<file path="src/design/cpuControlPkg.sv">
// Instruction, flag and control field types with the opcode match patterns of the decoder
package cpuControlPkg;

	// Instruction word and condition flags
	typedef logic [15:0] instrT;

	typedef struct packed {
		logic n;
		logic z;
		logic c;
		logic v;
	} flagsT;

	// Position of the condition code inside a conditional branch
	localparam int COND_MSB = 11;
	localparam int COND_LSB = 8;

	typedef enum logic [3:0] {
		COND_EQ, COND_NE, COND_CS, COND_CC,
		COND_MI, COND_PL, COND_VS, COND_VC,
		COND_HI, COND_LS, COND_GE, COND_LT,
		COND_GT, COND_LE, COND_AL
	} condE;

	// One kind per supported instruction
	typedef enum logic [4:0] {
		KIND_MOVS, KIND_MOV,
		KIND_ADDS_IMM, KIND_ADDS_REG, KIND_SUBS_IMM, KIND_SUBS_REG,
		KIND_ADD_SP, KIND_SUB_SP,
		KIND_CMP,
		KIND_ANDS, KIND_EORS, KIND_ORRS, KIND_MVNS,
		KIND_LSLS, KIND_LSRS, KIND_ASRS, KIND_RORS,
		KIND_STR, KIND_LDR,
		KIND_BCOND, KIND_B, KIND_BL, KIND_BX, KIND_NOP,
		KIND_ILLEGAL
	} instrKindE;

	// Datapath control fields
	typedef enum logic [2:0] {
		ALU_ADD = 3'd0,
		ALU_SUB = 3'd1,
		ALU_AND = 3'd2,
		ALU_ORR = 3'd3,
		ALU_EOR = 3'd4,
		ALU_MVN = 3'd5,
		ALU_MOV = 3'd6
	} aluOpE;

	typedef enum logic [1:0] {
		SHIFT_LSL = 2'd0,
		SHIFT_LSR = 2'd1,
		SHIFT_ASR = 2'd2,
		SHIFT_ROR = 2'd3
	} shiftDirE;

	typedef enum logic [1:0] {
		PC_LINK = 2'd0,
		PC_COND = 2'd1,
		PC_UNCOND = 2'd2,
		PC_NEXT = 2'd3
	} pcSelE;

	typedef enum logic [1:0] {
		WR_SHIFT = 2'd0,
		WR_ALU = 2'd1,
		WR_IMM = 2'd2,
		WR_MEM = 2'd3
	} wrDataSelE;

	typedef enum logic [2:0] {
		OPB_REG = 3'd0,
		OPB_IMM3 = 3'd1,
		OPB_SPIMM = 3'd2,
		OPB_OFFSET = 3'd3
	} opBSelE;

	typedef logic [1:0] regLocT;
	// Written flags, ordered NZCV
	typedef logic [3:0] flagUpdateT;

	// Match patterns, don't-care bits marked with ?
	localparam instrT OPC_MOVS = 16'b00100_???????????;
	localparam instrT OPC_MOV = 16'b010001100_???????;
	localparam instrT OPC_ADDS_IMM = 16'b0001110_?????????;
	localparam instrT OPC_ADDS_REG = 16'b0001100_?????????;
	localparam instrT OPC_SUBS_IMM = 16'b0001111_?????????;
	localparam instrT OPC_SUBS_REG = 16'b0001101_?????????;
	localparam instrT OPC_ADD_SP = 16'b101100000_???????;
	localparam instrT OPC_SUB_SP = 16'b101100001_???????;
	localparam instrT OPC_CMP = 16'b0100001010_??????;
	localparam instrT OPC_ANDS = 16'b0100000000_??????;
	localparam instrT OPC_EORS = 16'b0100000001_??????;
	localparam instrT OPC_ORRS = 16'b0100001100_??????;
	localparam instrT OPC_MVNS = 16'b0100001111_??????;
	localparam instrT OPC_LSLS = 16'b0100000010_??????;
	localparam instrT OPC_LSRS = 16'b0100000011_??????;
	localparam instrT OPC_ASRS = 16'b0100000100_??????;
	localparam instrT OPC_RORS = 16'b0100000111_??????;
	localparam instrT OPC_STR = 16'b01100_???????????;
	localparam instrT OPC_LDR = 16'b01101_???????????;
	localparam instrT OPC_BCOND = 16'b1101_????????????;
	localparam instrT OPC_B = 16'b11100_???????????;
	localparam instrT OPC_BL = 16'b0100010100_??????;
	localparam instrT OPC_BX = 16'b010001110_???????;
	localparam instrT OPC_NOP = 16'b1011111100_??????;

endpackage

</file>
<file path="src/design/ctrlIf.sv">
// Control bundle interface between the decode table and the top level
`timescale 1ns/10ps

interface ctrlIf;
	import cpuControlPkg::*;

	// Write strobes
	logic regWrite;
	logic memWrite;
	logic memRead;

	// Operand and result routing
	shiftDirE shiftDir;
	flagUpdateT flagUpdate;
	regLocT reg1Loc;
	regLocT reg2Loc;
	regLocT reg3Loc;
	opBSelE opBSel;
	aluOpE aluOp;
	wrDataSelE wrDataSel;

	// Program counter control
	pcSelE pcSel;
	logic branch;
	logic branchExchange;

	logic illegal;

	modport driver (
		output regWrite, memWrite, memRead, shiftDir, flagUpdate,
		output reg1Loc, reg2Loc, reg3Loc, opBSel, aluOp,
		output pcSel, branch, branchExchange, wrDataSel, illegal
	);

	modport user (
		input regWrite, memWrite, memRead, shiftDir, flagUpdate,
		input reg1Loc, reg2Loc, reg3Loc, opBSel, aluOp,
		input pcSel, branch, branchExchange, wrDataSel, illegal
	);

endinterface

</file>
<file path="src/design/branchCondition.sv">
// Branch condition evaluation against the NZCV flags
`timescale 1ns/10ps

module branchCondition (
	input cpuControlPkg::condE cond,
	input cpuControlPkg::flagsT flags,
	output logic taken
);
	import cpuControlPkg::*;

	// Signed compare helper, true when N and V agree
	logic signedGe;

	assign signedGe = (flags.n == flags.v);

	always_comb begin
		case (cond)
			COND_EQ: taken = flags.z;
			COND_NE: taken = !flags.z;
			COND_CS: taken = flags.c;
			COND_CC: taken = !flags.c;
			COND_MI: taken = flags.n;
			COND_PL: taken = !flags.n;
			COND_VS: taken = flags.v;
			COND_VC: taken = !flags.v;
			// Unsigned compares
			COND_HI: taken = flags.c && !flags.z;
			COND_LS: taken = !flags.c || flags.z;
			// Signed compares
			COND_GE: taken = signedGe;
			COND_LT: taken = !signedGe;
			COND_GT: taken = !flags.z && signedGe;
			COND_LE: taken = flags.z || !signedGe;
			COND_AL: taken = 1'b1;
			// Reserved code 15
			default: taken = 1'b0;
		endcase
	end

endmodule

</file>
<file path="src/design/controlTable.sv">
// Control table mapping an instruction kind to the datapath control bundle
`timescale 1ns/10ps

module controlTable (
	input cpuControlPkg::instrKindE kind,
	input cpuControlPkg::instrT instr,
	input cpuControlPkg::flagsT flags,
	ctrlIf.driver ctrl
);
	import cpuControlPkg::*;

	condE cond;
	logic taken;

	assign cond = condE'(instr[COND_MSB:COND_LSB]);

	branchCondition branchCondition_i (
		.cond(cond),
		.flags(flags),
		.taken(taken)
	);

	always_comb begin
		// Unused fields stay at zero, PC falls through by default
		ctrl.regWrite = 1'b0;
		ctrl.memWrite = 1'b0;
		ctrl.memRead = 1'b0;
		ctrl.shiftDir = SHIFT_LSL;
		ctrl.flagUpdate = 4'b0000;
		ctrl.reg1Loc = 2'd0;
		ctrl.reg2Loc = 2'd0;
		ctrl.reg3Loc = 2'd0;
		ctrl.opBSel = OPB_REG;
		ctrl.aluOp = ALU_ADD;
		ctrl.pcSel = PC_NEXT;
		ctrl.branch = 1'b0;
		ctrl.branchExchange = 1'b0;
		ctrl.wrDataSel = WR_SHIFT;
		ctrl.illegal = 1'b0;

		case (kind)
			KIND_MOVS: begin
				ctrl.regWrite = 1'b1;
				ctrl.flagUpdate = 4'b1100;
				ctrl.reg3Loc = 2'd2;
				ctrl.wrDataSel = WR_IMM;
			end
			KIND_MOV: begin
				ctrl.regWrite = 1'b1;
				ctrl.reg2Loc = 2'd3;
				ctrl.aluOp = ALU_MOV;
				ctrl.wrDataSel = WR_ALU;
			end
			KIND_ADDS_IMM, KIND_ADDS_REG, KIND_SUBS_IMM, KIND_SUBS_REG: begin
				ctrl.regWrite = 1'b1;
				ctrl.flagUpdate = 4'b1111;
				ctrl.reg1Loc = 2'd1;
				ctrl.wrDataSel = WR_ALU;
				if (kind == KIND_SUBS_IMM || kind == KIND_SUBS_REG) begin
					ctrl.aluOp = ALU_SUB;
				end
				// Register forms keep opBSel REG and reg2Loc 0
				if (kind == KIND_ADDS_IMM || kind == KIND_SUBS_IMM) begin
					ctrl.opBSel = OPB_IMM3;
				end
			end
			KIND_ADD_SP, KIND_SUB_SP: begin
				ctrl.regWrite = 1'b1;
				ctrl.reg3Loc = 2'd1;
				ctrl.opBSel = OPB_SPIMM;
				ctrl.aluOp = (kind == KIND_SUB_SP) ? ALU_SUB : ALU_ADD;
				ctrl.wrDataSel = WR_ALU;
			end
			KIND_CMP: begin
				ctrl.flagUpdate = 4'b1111;
				ctrl.reg1Loc = 2'd2;
				ctrl.reg2Loc = 2'd1;
				ctrl.aluOp = ALU_SUB;
			end
			KIND_ANDS, KIND_EORS, KIND_ORRS, KIND_MVNS: begin
				ctrl.regWrite = 1'b1;
				ctrl.flagUpdate = 4'b1100;
				ctrl.reg1Loc = 2'd1;
				ctrl.reg2Loc = 2'd2;
				ctrl.wrDataSel = WR_ALU;
				case (kind)
					KIND_EORS: ctrl.aluOp = ALU_EOR;
					KIND_ORRS: ctrl.aluOp = ALU_ORR;
					KIND_MVNS: ctrl.aluOp = ALU_MVN;
					default: ctrl.aluOp = ALU_AND;
				endcase
			end
			KIND_LSLS, KIND_LSRS, KIND_ASRS, KIND_RORS: begin
				ctrl.regWrite = 1'b1;
				ctrl.flagUpdate = 4'b1100;
				ctrl.reg1Loc = 2'd1;
				ctrl.reg2Loc = 2'd2;
				ctrl.wrDataSel = WR_SHIFT;
				case (kind)
					KIND_LSRS: ctrl.shiftDir = SHIFT_LSR;
					KIND_ASRS: ctrl.shiftDir = SHIFT_ASR;
					KIND_RORS: ctrl.shiftDir = SHIFT_ROR;
					default: ctrl.shiftDir = SHIFT_LSL;
				endcase
			end
			KIND_STR, KIND_LDR: begin
				// Address is base plus offset for both
				ctrl.flagUpdate = 4'b1100;
				ctrl.reg1Loc = 2'd1;
				ctrl.opBSel = OPB_OFFSET;
				ctrl.aluOp = ALU_ADD;
				if (kind == KIND_STR) begin
					ctrl.memWrite = 1'b1;
					ctrl.reg2Loc = 2'd2;
				end else begin
					ctrl.regWrite = 1'b1;
					ctrl.memRead = 1'b1;
					ctrl.wrDataSel = WR_MEM;
				end
			end
			KIND_BCOND: begin
				ctrl.branch = 1'b1;
				ctrl.pcSel = taken ? PC_COND : PC_NEXT;
			end
			KIND_B: begin
				ctrl.branch = 1'b1;
				ctrl.pcSel = PC_UNCOND;
			end
			KIND_BL: begin
				// Link register gets the return address
				ctrl.branch = 1'b1;
				ctrl.regWrite = 1'b1;
				ctrl.reg3Loc = 2'd3;
				ctrl.pcSel = PC_LINK;
				ctrl.wrDataSel = WR_IMM;
			end
			KIND_BX: begin
				ctrl.branch = 1'b1;
				ctrl.branchExchange = 1'b1;
				ctrl.reg2Loc = 2'd3;
			end
			KIND_NOP: begin
			end
			default: begin
				ctrl.illegal = 1'b1;
			end
		endcase
	end

endmodule

</file>
<file path="src/design/cpuControl.sv">
// Top level of the instruction decoder with plain datapath control ports
`timescale 1ns/10ps

module cpuControl (
	input cpuControlPkg::instrT instr,
	input cpuControlPkg::flagsT flags,

	// Write strobes
	output logic regWrite,
	output logic memWrite,
	output logic memRead,

	// Operand and result routing
	output cpuControlPkg::shiftDirE shiftDir,
	output cpuControlPkg::flagUpdateT flagUpdate,
	output cpuControlPkg::regLocT reg1Loc,
	output cpuControlPkg::regLocT reg2Loc,
	output cpuControlPkg::regLocT reg3Loc,
	output cpuControlPkg::opBSelE opBSel,
	output cpuControlPkg::aluOpE aluOp,

	// PC control
	output cpuControlPkg::pcSelE pcSel,
	output logic branch,
	output logic branchExchange,
	output cpuControlPkg::wrDataSelE wrDataSel,
	output logic illegal
);
	import cpuControlPkg::*;

	instrKindE kind;

	ctrlIf ctrlBus ();

	opcodeClassifier opcodeClassifier_i (
		.instr(instr),
		.kind(kind)
	);

	controlTable controlTable_i (
		.kind(kind),
		.instr(instr),
		.flags(flags),
		.ctrl(ctrlBus.driver)
	);

	// Bundle out to the datapath
	assign regWrite = ctrlBus.regWrite;
	assign memWrite = ctrlBus.memWrite;
	assign memRead = ctrlBus.memRead;
	assign shiftDir = ctrlBus.shiftDir;
	assign flagUpdate = ctrlBus.flagUpdate;
	assign reg1Loc = ctrlBus.reg1Loc;
	assign reg2Loc = ctrlBus.reg2Loc;
	assign reg3Loc = ctrlBus.reg3Loc;
	assign opBSel = ctrlBus.opBSel;
	assign aluOp = ctrlBus.aluOp;
	assign pcSel = ctrlBus.pcSel;
	assign branch = ctrlBus.branch;
	assign branchExchange = ctrlBus.branchExchange;
	assign wrDataSel = ctrlBus.wrDataSel;
	assign illegal = ctrlBus.illegal;

endmodule

</file>
<file path="src/design/opcodeClassifier.sv">
// Opcode classifier turning an instruction word into its instruction kind
`timescale 1ns/10ps

module opcodeClassifier (
	input cpuControlPkg::instrT instr,
	output cpuControlPkg::instrKindE kind
);
	import cpuControlPkg::*;

	// Condition 15 under the branch prefix is not a valid branch
	logic condReserved;

	assign condReserved = &instr[COND_MSB:COND_LSB];

	// Patterns are disjoint, so the order below carries no priority
	always_comb begin
		unique casez (instr)
			// Moves
			OPC_MOVS: kind = KIND_MOVS;
			OPC_MOV: kind = KIND_MOV;

			// Add and subtract
			OPC_ADDS_IMM: kind = KIND_ADDS_IMM;
			OPC_ADDS_REG: kind = KIND_ADDS_REG;
			OPC_SUBS_IMM: kind = KIND_SUBS_IMM;
			OPC_SUBS_REG: kind = KIND_SUBS_REG;
			OPC_ADD_SP: kind = KIND_ADD_SP;
			OPC_SUB_SP: kind = KIND_SUB_SP;
			OPC_CMP: kind = KIND_CMP;

			// Logical
			OPC_ANDS: kind = KIND_ANDS;
			OPC_EORS: kind = KIND_EORS;
			OPC_ORRS: kind = KIND_ORRS;
			OPC_MVNS: kind = KIND_MVNS;

			// Shifts
			OPC_LSLS: kind = KIND_LSLS;
			OPC_LSRS: kind = KIND_LSRS;
			OPC_ASRS: kind = KIND_ASRS;
			OPC_RORS: kind = KIND_RORS;

			// Memory
			OPC_STR: kind = KIND_STR;
			OPC_LDR: kind = KIND_LDR;

			// Control flow
			OPC_BCOND: begin
				if (condReserved) begin
					kind = KIND_ILLEGAL;
				end else begin
					kind = KIND_BCOND;
				end
			end
			OPC_B: kind = KIND_B;
			OPC_BL: kind = KIND_BL;
			OPC_BX: kind = KIND_BX;
			OPC_NOP: kind = KIND_NOP;

			default: kind = KIND_ILLEGAL;
		endcase
	end

endmodule

</file>
<file path="config.mk">
export PLATFORM = sky130hd
export DESIGN_NAME = cpuControl
export DESIGN_NICKNAME = d
export VERILOG_FILES = /design/src/design/cpuControlPkg.sv /design/src/design/ctrlIf.sv /design/src/design/branchCondition.sv /design/src/design/controlTable.sv /design/src/design/cpuControl.sv /design/src/design/opcodeClassifier.sv
export SDC_FILE = /design/constraint.sdc
export NUM_CORES = 1
export LEC_CHECK = 0
export BUFFER_PORTS_ARGS = -buffer_cell sky130_fd_sc_hd__buf_2
export CORE_MARGIN = 5
export CORE_UTILIZATION = 58
export DETAILED_ROUTE_END_ITERATION = 8
export GPL_TIMING_DRIVEN = 1
export PLACE_DENSITY = 0.92
export SLEW_MARGIN = 20
export SYNTH_ARGS = -nofsm -noshare
export SYNTH_HDL_FRONTEND = slang
export SYNTH_HIERARCHICAL = 1
export SYNTH_SLANG_ARGS = --single-unit
</file>
<file path="constraint.sdc">
create_clock -name vclk -period 4.4
set_input_delay 0.88 -clock vclk [all_inputs]
set_output_delay 0.88 -clock vclk [all_outputs]
set_load 0.005 [all_outputs]
</file>
=== Word-level counts from Yosys, hierarchy flattened ===
Index checks and enable logic that the tools add are counted.

* Flip-flop bits (word level): 0
* Latch bits: 0
* Memory bits (writable): 0
* ROM bits: 0
* Input bits: 20
* Output and inout port bits: 28
* Word-level logic and storage cells: 119
* Memories: 0

* Add/subtract/negate cells: 0
* Multipliers: 0
* Div/mod/pow operators: 0
* $lt $le $gt $ge: 0
* Equality and inequality tests: 62
* Shift-type cells: 0
* Multiplexer cells: 28
* Bitwise operators: 0
* Reductions and logical operators: 29

{| class="wikitable"
|+ Operator list
! cell !! number
|-
| $pmux W5 S24 || 1
|-
| $eq A10 B9 Y1 const B || 10
|-
| $eq A5 B4 Y1 const B || 10
|-
| $eq A5 B5 Y1 const B || 9
|-
| $eq A4 B4 Y1 const B || 8
|-
| $eq A7 B4 Y1 const B || 4
|-
| $eq A5 B3 Y1 const B || 5
|-
| $pmux W2 S3 || 4
|-
| $reduce_or A24 Y1 || 1
|-
| $reduce_or A11 Y1 || 2
|-
| $eq A9 B8 Y1 const B || 2
|-
| $eq A9 B9 Y1 const B || 2
|-
| $pmux W3 S3 || 2
|-
| $reduce_or A17 Y1 || 1
|-
| $eq A4 B3 Y1 const B || 4
|-
| $reduce_or A4 Y1 || 4
|-
| $pmux W1 S15 || 1
|-
| $pmux W3 S5 || 1
|-
| $reduce_or A14 Y1 || 1
|-
| $eq A10 B10 Y1 const B || 1
|-
| $eq A5 B2 Y1 const B || 2
|-
| $mux W1 || 10
|-
| $eq A4 B2 Y1 const B || 2
|-
| $mux W2 || 4
|-
| other kinds (17) || 28
|}

=== Longest topological paths before layout ===
* Word-level depth: 7
* Depth in mapped cells: 12
* Depth with buffers taken out: 7

=== Modules after synthesis ===
The synthesis kept the hierarchy.

{| class="wikitable"
|+ Modules (own cells, without submodules)
! module !! instances !! cells an instance !! area an instance (um^2) !! seq. area each (um^2)
|-
| opcodeClassifier || 1 || 83 || 600.6 || 0.0
|-
| controlTable || 1 || 90 || 573.0 || 0.0
|-
| branchCondition || 1 || 28 || 193.9 || 0.0
|}

=== Worst setup path before layout ===
OpenSTA, ideal clock, no wires.

* Path type: in2out
* Start: input instr[12]
* End: output flagUpdate[1]
* Arrival: 2.779 ns
* Data required time: 3.520 ns
* Path slack: 0.741 ns
* Cell stages on the path: 11
* Buffers on the path: 4
* Cell sequence: buf_4 > nor3b_4 > nand3b_1 > o32a_1 > nand4_1 > buf_6 > buf_6 > xor2_1 > nor2_1 > a211oi_1 > buf_4

* Word-level cells in the longest chain between the ends: 5
* Elaborated cells on any way between the ends: 44

{| class="wikitable"
|+ Ends and longest elaborated chain
! item !! line !! source
|-
| from (decl) || cpuControl.sv:5 || <nowiki>input cpuControlPkg::instrT instr,</nowiki>
|-
| $eq A10 B10 Y1, or another cell as far along || opcodeClassifier.sv:17 || <nowiki>unique casez (instr)</nowiki>
|-
| $pmux W5 S24 * || opcodeClassifier.sv:17 ||
|-
| via kind[1] || cpuControl.sv:31 || <nowiki>instrKindE kind;</nowiki>
|-
| $eq A5 B4 Y1, or another cell as far along || controlTable.sv:41 || <nowiki>case (kind)</nowiki>
|-
| $reduce_or A11 Y1 (no source line) or $reduce_or A5 Y1 (tied branches) || -- ||
|-
| $pmux W4 S2 * || controlTable.sv:41 ||
|-
| to (decl) || cpuControl.sv:15 || <nowiki>output cpuControlPkg::flagUpdateT flagUpdate,</nowiki>
|}

The timed path passes the listed nets; every way through them passes the cells marked *.

=== Worst setup path in the final report ===
* Start: input instr[11]
* End: output wrDataSel[1]

* Word-level cells in the longest chain between the ends: 6
* Elaborated cells on any way between the ends: 46

{| class="wikitable"
|+ Ends and longest elaborated chain
! item !! line !! source
|-
| $reduce_and A4 Y1 || opcodeClassifier.sv:13 || <nowiki>assign condReserved = &instr[COND_MSB:COND_LSB];</nowiki>
|-
| $mux W4 || opcodeClassifier.sv:49 || <nowiki>if (condReserved) begin</nowiki>
|-
| $pmux W5 S24 * || opcodeClassifier.sv:17 ||
|-
| via kind[1] || cpuControl.sv:31 ||
|-
| $eq A5 B1 Y1, or another cell as far along || controlTable.sv:41 ||
|-
| $reduce_or A11 Y1 (no source line), or another cell as far along || -- ||
|-
| $pmux W2 S3 * || controlTable.sv:41 ||
|-
| to (decl) || cpuControl.sv:26 || <nowiki>output cpuControlPkg::wrDataSelE wrDataSel,</nowiki>
|}

Marked as above.

==> metrics.sh <==
OUTCOME='completed'
FP-ROW-COUNT=17
NUM_ANTENNA_CELLS=0
STATIC-LEAKAGE-POWER_nW=0.623
FILLER_CELL_COUNT=216
SYNTH.MOST_COMMON_CELL='sky130_fd_sc_hd__nor2_1'
PLACE_INST=250
GR-TOTAL-OVERFLOW=0
INITIAL_CORE_UTILIZATION=0.612
DRTANTENNAVIOLNETS=0
REGISTER_AREA_UM2=0
WIRE_PER_INST_UM=14.2
FINAL.PERIOD_UTILIZATION=0.936
WORST-ENDPOINT-REQUIRED_NS=3.52
CTS.REPAIR.RESIZED=0
GRT_START_MAX_NET_PINS=27
POST-ROUTE-DRC-COUNT=0
VIAS_PER_CELL=6.44
CHIPHEIGHT_UM=58.6
PLACE.PORT_BUFFERS=41
SYNTHTOPCELLSBYAREA='sky130_fd_sc_hd__a21oi_1 5.5%, sky130_fd_sc_hd__buf_4 4.9%, sky130_fd_sc_hd__buf_6 4.9%'
MAXCAPVIOLATIONS=0
POST_CTS_BUFFERS=0
CRITICAL_PATH.ENDPOINT_TYPE='output port'
YOSYS_WARNINGS=6
CHIPWIDTH_UM=58.6
FINAL-MAX-SLEW-VIOLATION-COUNT=0
RSZ0062_AT_GRT='no'
FINALNETCOUNT=244
TIMING.SETUP.CRITICAL_PATH_CLASS='in -> out'
INITIALDRTVIOLATIONCOUNT=133
FIRST_GLOBAL_VIAS=1359
POWERDENSITY_nW_PER_UM2=89.2
GRT_PASS1_WL_UM=5740
ANTENNA_FOUND_INITIAL=0
SYNTH_NETS=221
SYNTH.TOP_CELL.AREA_SHARE=0.0549
AREA_OF_THE_MAPPED_NETLIST_UM2=1370
POST_SYNTH_INST_COUNT=201
AREA_GROWTH_SYN_TO_LAYOUT_PCT=7.78
GPL.FINAL_WEIGHTED_CONGESTION=0.861
CTS_HOLD_BUFFERS=0
SEQ_CELL_COUNT=0
HPWLAFTERDP_UM=2620
POSTSYNTHAREAPERCELL_UM2=6.80
FIN_CRIT_NS=4.12
N_CLOCK_BUFFER=0
CELL_TYPE_WITH_THE_HIGHEST_AGGREGATE_AREA_IN_THE_NETLIST='sky130_fd_sc_hd__a21oi_1'
HOLD_VIOLATIONS=0
ARRIVAL_NS=3.24
MULTI_INPUT_AREA_UM2=1170
SYNTH_SEQUENTIAL_AREA_RATIO=0
FIRST_PASS_ITERS=4
TOTALNEGATIVESETUPSLACK_NS=0
POST_SYNTH_NUM_CELL_TYPES=72
HOLD_PATH_CLASS='in -> out'
ROUTED_WIRELENGTH_UM=3550
VDD_IR_DROP_MAX_uV=47.7
CORE_AREA_UM2=2230
TIMING.FMAX_MHz=243
FIN_CELLS=250
FINALSETUPVIOLATIONS=0
TOP_LEVEL_PORTS=48
TIMING.CRITICAL_PATH.FANOUT_MAX=19
GRT_UTIL_ALL_LAYERS=0.195
DIE_AREA_UM2=3430
TOTAL_NUMBER_OF_VIAS=1610
POST_SYNTH_MOST_FREQUENT_CELLS='16 x sky130_fd_sc_hd__nor2_1, 15 x sky130_fd_sc_hd__a21oi_1, 14 x sky130_fd_sc_hd__nand2_1'
CRIT_PATH_START_KIND='input pin'
FINAL_LAYOUT_SIZE_SUFFIX_GT1_FRAC=0.288
stage by stage:
step           power, mW  area, µm²   util  hold WS, ns  worst slack [ns]
4_1_cts            0.130       1470  0.660         2.35             0.348
3_5_place_dp       0.130       1470  0.660         2.35             0.349
6_report           0.131       1470  0.660         2.35             0.283
2_1_floorplan      0.103       1370      -         2.20             0.741
5_1_grt            0.145       1470  0.660         2.43             0.112
3_3_place_gp       0.126       1470  0.660         2.33             0.408
cell usage in the layout, fill, tap and decap left out, types with 3 or more instances in the layout:
cell type / instances
sky130_fd_sc_hd__or3_1: 3
sky130_fd_sc_hd__nor2_1: 16
sky130_fd_sc_hd__and2b_1: 3
sky130_fd_sc_hd__and3_1: 5
sky130_fd_sc_hd__buf_4: 6
sky130_fd_sc_hd__nand3_1: 11
sky130_fd_sc_hd__nand2b_1: 6
sky130_fd_sc_hd__o21ai_1: 3
sky130_fd_sc_hd__nand4_1: 4
sky130_fd_sc_hd__nand2_1: 14
sky130_fd_sc_hd__nor2b_1: 4
sky130_fd_sc_hd__buf_2: 41
sky130_fd_sc_hd__a211oi_1: 4
sky130_fd_sc_hd__and3b_1: 4
sky130_fd_sc_hd__xor2_1: 4
sky130_fd_sc_hd__nor3_1: 6
sky130_fd_sc_hd__o211ai_1: 4
sky130_fd_sc_hd__o22ai_1: 3
sky130_fd_sc_hd__a21oi_1: 15
layer usage:
layer  track usage  vias to the layer above  wire (µm)
met5             0                        -          0
met4        0.0298                        0         42
met3       0.00219                        8        257
met2         0.308                       72       1630
met1         0.299                      731       1630
li1              -                      799          -
logic make-up (layout without fill, tap and decap cells):
group                     after synthesis  after routing  share of synthesized area
other                                   1              1                    0.00274
AOI/OAI and AO/OA                      56             56                      0.292
muxes                                   2              2                     0.0183
xor gates and xnor gates                7              7                     0.0503
and+or+nand+nor                       105            105                      0.489
buffers and inverters                  30             51                      0.147
worst max-delay path: stages:
cell and delay [ns]:
sky130_fd_sc_hd__buf_2 0.22, sky130_fd_sc_hd__nor3b_4 0.33, sky130_fd_sc_hd__nand3b_1 0.14, sky130_fd_sc_hd__o32a_1 0.35, sky130_fd_sc_hd__nand4_1 0.27, sky130_fd_sc_hd__buf_4 0.26, sky130_fd_sc_hd__nor3b_2 0.29, sky130_fd_sc_hd__a211oi_1 0.11
sky130_fd_sc_hd__a211oi_1 0.24, sky130_fd_sc_hd__buf_2 0.15
power by group:
group | leakage [nW] | internal, mW | switching, mW | total, mW
clock | 0 | 0 | 0 | 0
combinational | 0.623 | 0.0540 | 0.0775 | 0.131
sequential | 0 | 0 | 0 | 0
total | 0.623 | 0.0540 | 0.0775 | 0.131
final cells by class:
class | instances | share of cell area
multi-input cells | 171 | 0.796
inverters | 4 | 0.0102
repair buffers | 47 | 0.170
well taps | 28 | 0.0238
final timing paths:
| path | start | to | slack, ns | cells past startpoint |
|---|---|---|---|---|
| max | instr[11] | wrDataSel[1] | 0.28 | 10 |
| min | instr[14] | reg3Loc[0] | 2.35 | 5 |
Note: power is estimated with default switching activity, not from simulation.
